File: config.mk
export PLATFORM = sky130hd
export DESIGN_NAME = setstream_top
export DESIGN_NICKNAME = d
export VERILOG_FILES = /design/src/hdl/setstream_pkg.sv /design/src/hdl/set_bus_decode.sv /design/src/hdl/setting_stream_reg.sv /design/src/hdl/beat_fifo.sv /design/src/hdl/beat_merge.sv /design/src/hdl/setstream_top.sv
export SDC_FILE = /design/constraint.sdc
export NUM_CORES = 1
export LEC_CHECK = 0
export BUFFER_PORTS_ARGS = -buffer_cell sky130_fd_sc_hd__buf_2
export CORE_AREA = 2 2 185 187
export DETAILED_ROUTE_END_ITERATION = 10
export DIE_AREA = 0 0 187 189
export GPL_ROUTABILITY_DRIVEN = 0
export SLEW_MARGIN = 20
export SYNTH_ARGS = -nofsm -noshare
export SYNTH_HDL_FRONTEND = slang
export SYNTH_HIERARCHICAL = 1
export SYNTH_SLANG_ARGS = --single-unit
File: constraint.sdc
create_clock -name clk -period 5.55 [get_ports clk]
set_clock_uncertainty 0.1 [all_clocks]
set_input_delay 0.8325 -clock clk [delete_from_list [all_inputs] [get_ports clk]]
set_output_delay 0.8325 -clock clk [all_outputs]
set_load 0.01 [all_outputs]
File: src/hdl/setstream_pkg.sv
// ~~~~~~~~~~~~~~~~~~~~~~~~~~~~~~~~~~~~~~~~
// Settings stream package
// Bus addresses, sizes and the shared
// set word and beat types
// ~~~~~~~~~~~~~~~~~~~~~~~~~~~~~~~~~~~~~~~~
`default_nettype none

package setstream_pkg;

  localparam int ADDR_W = 8;
  localparam int DATA_W = 32;
  localparam int HALF_W = DATA_W / 2;

  localparam logic [ADDR_W-1:0] CH0_ADDR      = 8'h10;
  localparam logic [ADDR_W-1:0] CH0_LAST_ADDR = 8'h11;  // Same channel, last beat
  localparam logic [ADDR_W-1:0] CH1_ADDR      = 8'h20;

  localparam int FIFO_DEPTH = 4;
  localparam int FIFO_PTR_W = $clog2(FIFO_DEPTH);
  localparam int FIFO_CNT_W = $clog2(FIFO_DEPTH + 1);

  // One bus word, read whole or as two halves
  typedef union packed {
    logic [DATA_W-1:0] raw;
    struct packed {
      logic [HALF_W-1:0] hi;
      logic [HALF_W-1:0] lo;
    } halves;
  } set_word_u;

  typedef struct packed {
    logic      hit0;
    logic      last0;
    logic      hit1;
    set_word_u word;
  } set_wr_t;

  typedef struct packed {
    logic [DATA_W-1:0] data;
    logic              last;
  } beat_t;

  typedef struct packed {
    beat_t beat;
    logic  chan;  // Source channel
  } out_beat_t;

endpackage

`default_nettype wire

File: src/hdl/set_bus_decode.sv
// ~~~~~~~~~~~~~~~~~~~~~~~~~~~~~~~~~~~~~~~~
// Settings bus decoder
// Registers a bus write and turns its
// address into per-channel hit flags
// ~~~~~~~~~~~~~~~~~~~~~~~~~~~~~~~~~~~~~~~~
`timescale 1ns/1ps
`default_nettype none

module set_bus_decode
  import setstream_pkg::*;
(
  input  wire logic              clk,
  input  wire logic              reset,
  input  wire logic              i_set_stb,
  input  wire logic [ADDR_W-1:0] i_set_addr,
  input  wire set_word_u         i_set_data,
  output set_wr_t                o_wr
);

  logic              stb_q;
  logic [ADDR_W-1:0] addr_q;
  set_word_u         data_q;

  always_ff @(posedge clk) begin
    addr_q <= i_set_addr;
    data_q <= i_set_data;
    if (reset) begin
      stb_q <= 1'b0;
    end else begin
      stb_q <= i_set_stb;
    end
  end

  // At most one flag per write, unmapped addresses fall through
  always_comb begin
    o_wr.hit0  = 1'b0;
    o_wr.last0 = 1'b0;
    o_wr.hit1  = 1'b0;
    o_wr.word  = data_q;
    if (stb_q) begin
      if (addr_q == CH0_ADDR || addr_q == CH0_LAST_ADDR) begin
        o_wr.hit0  = 1'b1;
        o_wr.last0 = (addr_q == CH0_LAST_ADDR);
      end else if (addr_q == CH1_ADDR) begin
        o_wr.hit1 = 1'b1;
      end
    end
  end

endmodule

`default_nettype wire

File: src/hdl/setting_stream_reg.sv
// ~~~~~~~~~~~~~~~~~~~~~~~~~~~~~~~~~~~~~~~~
// Setting register with stream output
// Holds one beat per decoded write and
// flags writes that overrun a held beat
// ~~~~~~~~~~~~~~~~~~~~~~~~~~~~~~~~~~~~~~~~
`timescale 1ns/1ps
`default_nettype none

module setting_stream_reg
  import setstream_pkg::*;
#(
  parameter bit MSB_ALIGN = 1'b0
) (
  input  wire logic      clk,
  input  wire logic      reset,
  input  wire logic      i_hit,
  input  wire logic      i_last,
  input  wire set_word_u i_word,
  output beat_t          o_beat,
  output logic           o_valid,
  input  wire logic      i_ready,
  output logic           o_err_stb
);

  logic [DATA_W-1:0] load_data;

  // Upper half moves down, zero filled
  assign load_data = MSB_ALIGN ? {{(DATA_W-HALF_W){1'b0}}, i_word.halves.hi}
                               : i_word.raw;

  always_ff @(posedge clk) begin
    if (i_hit) begin
      o_beat.data <= load_data;
      o_beat.last <= i_last;
    end
  end

  always_ff @(posedge clk) begin
    if (reset) begin
      o_valid   <= 1'b0;
      o_err_stb <= 1'b0;
    end else begin
      // Held beat is lost when it cannot leave this cycle
      o_err_stb <= i_hit & o_valid & ~i_ready;
      if (i_hit) begin
        o_valid <= 1'b1;  // New beat wins over acceptance
      end else if (o_valid && i_ready) begin
        o_valid <= 1'b0;
      end
    end
  end

endmodule

`default_nettype wire

File: src/hdl/beat_fifo.sv
// ~~~~~~~~~~~~~~~~~~~~~~~~~~~~~~~~~~~~~~~~
// Beat FIFO
// Small circular buffer of stream beats
// ~~~~~~~~~~~~~~~~~~~~~~~~~~~~~~~~~~~~~~~~
`timescale 1ns/1ps
`default_nettype none

module beat_fifo
  import setstream_pkg::*;
(
  input  wire logic  clk,
  input  wire logic  reset,
  input  wire beat_t i_beat,
  input  wire logic  i_valid,
  output logic       o_ready,
  output beat_t      o_beat,
  output logic       o_valid,
  input  wire logic  i_ready
);

  beat_t                 mem [FIFO_DEPTH];
  logic [FIFO_PTR_W-1:0] wr_ptr;
  logic [FIFO_PTR_W-1:0] rd_ptr;
  logic [FIFO_CNT_W-1:0] count;
  logic                  push;
  logic                  pop;

  assign o_ready = (count != FIFO_CNT_W'(FIFO_DEPTH));
  assign o_valid = (count != '0);
  assign o_beat  = mem[rd_ptr];

  assign push = i_valid & o_ready;
  assign pop  = o_valid & i_ready;

  always_ff @(posedge clk) begin
    if (push) begin
      mem[wr_ptr] <= i_beat;
    end
  end

  always_ff @(posedge clk) begin
    if (reset) begin
      wr_ptr <= '0;
      rd_ptr <= '0;
      count  <= '0;
    end else begin
      if (push) begin
        wr_ptr <= (wr_ptr == FIFO_PTR_W'(FIFO_DEPTH-1)) ? '0 : wr_ptr + 1'b1;
      end
      if (pop) begin
        rd_ptr <= (rd_ptr == FIFO_PTR_W'(FIFO_DEPTH-1)) ? '0 : rd_ptr + 1'b1;
      end
      // Push and pop together leave count alone
      if (push && !pop) begin
        count <= count + 1'b1;
      end else if (pop && !push) begin
        count <= count - 1'b1;
      end
    end
  end

endmodule

`default_nettype wire

File: src/hdl/beat_merge.sv
// ~~~~~~~~~~~~~~~~~~~~~~~~~~~~~~~~~~~~~~~~
// Beat merger
// Round-robin merge of two beat streams
// into one registered, tagged stream
// ~~~~~~~~~~~~~~~~~~~~~~~~~~~~~~~~~~~~~~~~
`timescale 1ns/1ps
`default_nettype none

module beat_merge
  import setstream_pkg::*;
(
  input  wire logic  clk,
  input  wire logic  reset,
  input  wire beat_t i_beat0,
  input  wire logic  i_valid0,
  output logic       o_ready0,
  input  wire beat_t i_beat1,
  input  wire logic  i_valid1,
  output logic       o_ready1,
  output out_beat_t  o_beat,
  output logic       o_valid,
  input  wire logic  i_ready
);

  logic  last_served;
  logic  slot_free;
  logic  sel;
  logic  take;
  beat_t pick;

  assign slot_free = ~o_valid | i_ready;

  // On contention serve the channel not taken last time
  assign sel  = (i_valid0 & i_valid1) ? ~last_served : i_valid1;
  assign pick = sel ? i_beat1 : i_beat0;
  assign take = slot_free & (i_valid0 | i_valid1);

  assign o_ready0 = slot_free & ~sel;
  assign o_ready1 = slot_free & sel;

  always_ff @(posedge clk) begin
    if (take) begin
      o_beat.beat <= pick;
      o_beat.chan <= sel;
    end
  end

  always_ff @(posedge clk) begin
    if (reset) begin
      o_valid     <= 1'b0;
      last_served <= 1'b1;  // Channel 0 first after reset
    end else begin
      if (take) begin
        o_valid     <= 1'b1;
        last_served <= sel;
      end else if (i_ready) begin
        o_valid <= 1'b0;
      end
    end
  end

endmodule

`default_nettype wire

File: src/hdl/setstream_top.sv
// ~~~~~~~~~~~~~~~~~~~~~~~~~~~~~~~~~~~~~~~~
// Settings stream top level
// Bus decoder, two register/FIFO channels
// and the output merger
// ~~~~~~~~~~~~~~~~~~~~~~~~~~~~~~~~~~~~~~~~
`timescale 1ns/1ps
`default_nettype none

module setstream_top
  import setstream_pkg::*;
(
  input  wire logic              clk,
  input  wire logic              reset,
  input  wire logic              i_set_stb,
  input  wire logic [ADDR_W-1:0] i_set_addr,
  input  wire set_word_u         i_set_data,
  output out_beat_t              o_beat,
  output logic                   o_valid,
  input  wire logic              i_ready,
  output logic [1:0]             o_err
);

  set_wr_t wr;
  beat_t   reg_beat0, reg_beat1;
  logic    reg_valid0, reg_valid1;
  logic    reg_ready0, reg_ready1;
  beat_t   fifo_beat0, fifo_beat1;
  logic    fifo_valid0, fifo_valid1;
  logic    fifo_ready0, fifo_ready1;

  set_bus_decode u_decode (
    .clk, .reset, .i_set_stb, .i_set_addr, .i_set_data, .o_wr(wr)
  );

  setting_stream_reg #(.MSB_ALIGN(1'b0)) u_reg0 (
    .clk, .reset, .i_hit(wr.hit0), .i_last(wr.last0), .i_word(wr.word),
    .o_beat(reg_beat0), .o_valid(reg_valid0), .i_ready(reg_ready0), .o_err_stb(o_err[0])
  );

  // Channel 1 never marks last
  setting_stream_reg #(.MSB_ALIGN(1'b1)) u_reg1 (
    .clk, .reset, .i_hit(wr.hit1), .i_last(1'b0), .i_word(wr.word),
    .o_beat(reg_beat1), .o_valid(reg_valid1), .i_ready(reg_ready1), .o_err_stb(o_err[1])
  );

  beat_fifo u_fifo0 (
    .clk, .reset, .i_beat(reg_beat0), .i_valid(reg_valid0), .o_ready(reg_ready0),
    .o_beat(fifo_beat0), .o_valid(fifo_valid0), .i_ready(fifo_ready0)
  );

  beat_fifo u_fifo1 (
    .clk, .reset, .i_beat(reg_beat1), .i_valid(reg_valid1), .o_ready(reg_ready1),
    .o_beat(fifo_beat1), .o_valid(fifo_valid1), .i_ready(fifo_ready1)
  );

  beat_merge u_merge (
    .clk, .reset,
    .i_beat0(fifo_beat0), .i_valid0(fifo_valid0), .o_ready0(fifo_ready0),
    .i_beat1(fifo_beat1), .i_valid1(fifo_valid1), .o_ready1(fifo_ready1),
    .o_beat, .o_valid, .i_ready
  );

endmodule

`default_nettype wire

==> metrics.md <==
| Metric | Value |
|---|---|
| Synth Instances | `654` |
| CTS Buffer Depth | `3` |
| Crit share post-route | `64.5%` |
| Drt drc | `0` |
| Die Span X | `187 µm` |
| Unique masters post-synth | `44` |
| Cell Area, Synth | `14800 µm²` |
| CP required | `5890 ps` |
| Fin nets | `818` |
| Setup TNS | `0 ps` |
| Area contributors post-synth | `edfxtp_1 (71%), mux4_2 (10%), dfxtp_1 (8.8%), mux2_4 (2.7%), ha_1 (1.0%)` |
| H-tree Lvls | `2` |
| Fin Hold WS | `303 ps` |
| Die ar. | `35300 µm²` |
| Total power | `7.11 mW` |
| Placed cells | `1164` |
| Fraction of layout cells with a size suffix above 1 | `34.8%` |
| Setup Fix Bufs, Post-CTS | `0` |
| Routed vias | `6187` |
| Port bufs | `80` |
| Via-to-Cell Ratio | `4.99` |
| Unrepaired setup endpoints after global routing | `false` |
| Max-Cap Viols | `0` |
| Sequential fraction of the synthesis area | `79.4%` |
| Worst min-delay path category | `reg -> reg` |
| Starting density of the core | `44.4%` |
| Critical path arrival | `3920 ps` |
| Fin crit period | `3580 ps` |
| Fill cell count | `2600` |
| Yosys warns | `6` |
| Status | `finished, final reports clean` |
| Top-Level Pins | `81` |
| Antenna violations before repair | `0` |
| Critical Path End Type | `register` |
| Antenna-violating nets left | `0` |
| Pwr dens | `420 nW/µm²` |
| First-pass iteration count of the detailed router | `5` |
| Max Fclk | `280 MHz` |
| Setup CP Type | `reg -> reg` |
| CTS tree | `yes` |
| Share of the synthesized area in the top cell type | `70.6%` |
| Post-synth top cells | `edfxtp_1 (348), mux4_2 (66), dfxtp_1 (65)` |
| Core Rows | `67` |
| Top_reg_cell synth | `edfxtp_1` |
| Count leader, synth | `edfxtp_1` |
| CTS Sinks | `413` |
| Gr usage total | `14.6%` |
| Finished Layout Cells | `1239` |
| Antenna cells | `0` |
| Number of synthesized flops with an enable pin | `348` |
| Routed wire length | `25300 µm` |
| P&R area growth vs syn | `14.3%` |
| Worst slew pin tran | `1070 ps` |
| #FFs+latches synth | `413` |
| Final Max Tran Viols | `0` |
| Setup crit start kind | `register` |
| Leak pwr | `5.65 nW` |
| Reg clk slew, reported paths | `60 ps` |
| Yosys top cell by area | `edfxtp_1` |
| Peak VDD IR | `266 µV` |
| Synth async-reset ratio | `0%` |
| Initial DRC count | `427` |
| Core box area | `33300 µm²` |
| Vias in the first global route | `6794` |
| CTS Root Buffer Type | `clkbuf_16` |
| Mean routed wirelength per cell | `20.5 µm` |
| HPWL after DPL | `14300 µm` |
| Setup violations, final | `0` |
| Cts hold-fix bufs | `0` |
| Final hold violation count | `0` |
| GRT overflow | `0` |
| Final Util | `50.8%` |
| Die Y | `189 µm` |
| Largest net degree at the start of global routing | `37` |
| Resized Gates After CTS | `0` |
| Syn_area_per_cell | `22.6 µm²` |
| TritonCTS buffer count | `42` |
| Largest fanout on the critical path | `36` |
| First-pass GRT wire length | `38800 µm` |
| Slew headroom | `28.7%` |
| Clk Latency, worst-skew pair | `520 ps` |
[power breakdown]
part	internal, mW	switching, mW
Sequential	3.58	0.0685
Combinational	0.422	0.451
Clock	1.52	1.07
[worst paths after layout]
kind	cells after the start	slack [ps]	startpoint	end
setup / recovery	11	1970	u_fifo0/count[1]	u_fifo0/count[2]
hold / removal	0	300	u_decode/data_q[15]	u_reg0/o_beat[16]
setup reg to reg	11	1970	u_fifo0/count[1]	u_fifo0/count[2]
hold reg to reg	0	300	u_decode/data_q[15]	u_reg0/o_beat[16]
[layer usage]
layer,GRT usage (%),part of all wire [%],vias up
li1,-,-,2794
met3,2.67,5.1,42
met5,0,0,-
met1,18.2,41,3188
met2,26.1,52,163
met4,4.15,2.0,0
[layout by cell type (no fill, tap or decap), drive strengths merged]
cell / n
inv: 10
ha: 12
and2: 4
or3b: 2
nand2b: 7
a21boi: 1
clkinvlp: 1
fa: 2
clkbuf: 62
nand2: 2
nor3: 4
nor4: 1
mux2: 33
o21ai: 2
conb: 17
nor2b: 2
nand3: 2
dfxtp: 65
and3: 10
a311o: 1
nor2: 9
a21oi: 8
xor2: 4
o31ai: 4
nor4b: 2
clkinv: 11
or3: 6
edfxtp: 348
mux4: 66
buf: 87
mux2i: 6
[cell families after synthesis]
kind of cell,count (synthesis),synth area share (%)
XOR/XNOR,4,0.237
buffers and inverters,49,2.08
adder cells (fa/ha/maj),14,1.29
other,2,0.0508
multiplexers,105,13.7
flip-flops,413,79.4
AND/OR/NAND/NOR,51,2.44
AO/OA/AOI/OAI,16,0.804
[metrics by stage]
step / worst slack (ps) / cell area, µm²
after global placement: 2040 / 15600
after detailed placement: 1930 / 15600
after CTS: 1930 / 16900
final: 1970 / 16900
after floorplan: 2500 / 14800
after global routing: 1760 / 16900
[critical path, stage by stage (launching register included)]
cell and delay, ps:
dfxtp_1 350, or3_2 550, a21boi_4 160, buf_4 620
nor2_1 110, o31ai_1 180, ha_1 280, inv_1 60
fa_1 370, xor2_1 160, or3_2 420, a21oi_1 150
[registers in the layout, summed over array words and instances, names as in the netlist, 3 cells and up, named ones only]
register	cells
u_merge/o_beat	34
u_fifo0/mem	132
u_fifo1/count	3
u_reg0/o_beat	33
u_decode/addr_q	8
u_decode/data_q	32
u_reg1/o_beat	17
u_fifo0/count	3
u_fifo1/mem	132
[cell type report]
class,instances,area [µm²],share of cell area [%]
clock buffer,62,1220,7.20
clock inverter,13,71.3,0.422
inverter,9,33.8,0.200
multi-input combinational,207,2800,16.6
sequential,413,11800,69.5
tap,448,561,3.31
timing repair buffer,87,473,2.80
Note: power is estimated with default switching activity, not from simulation.
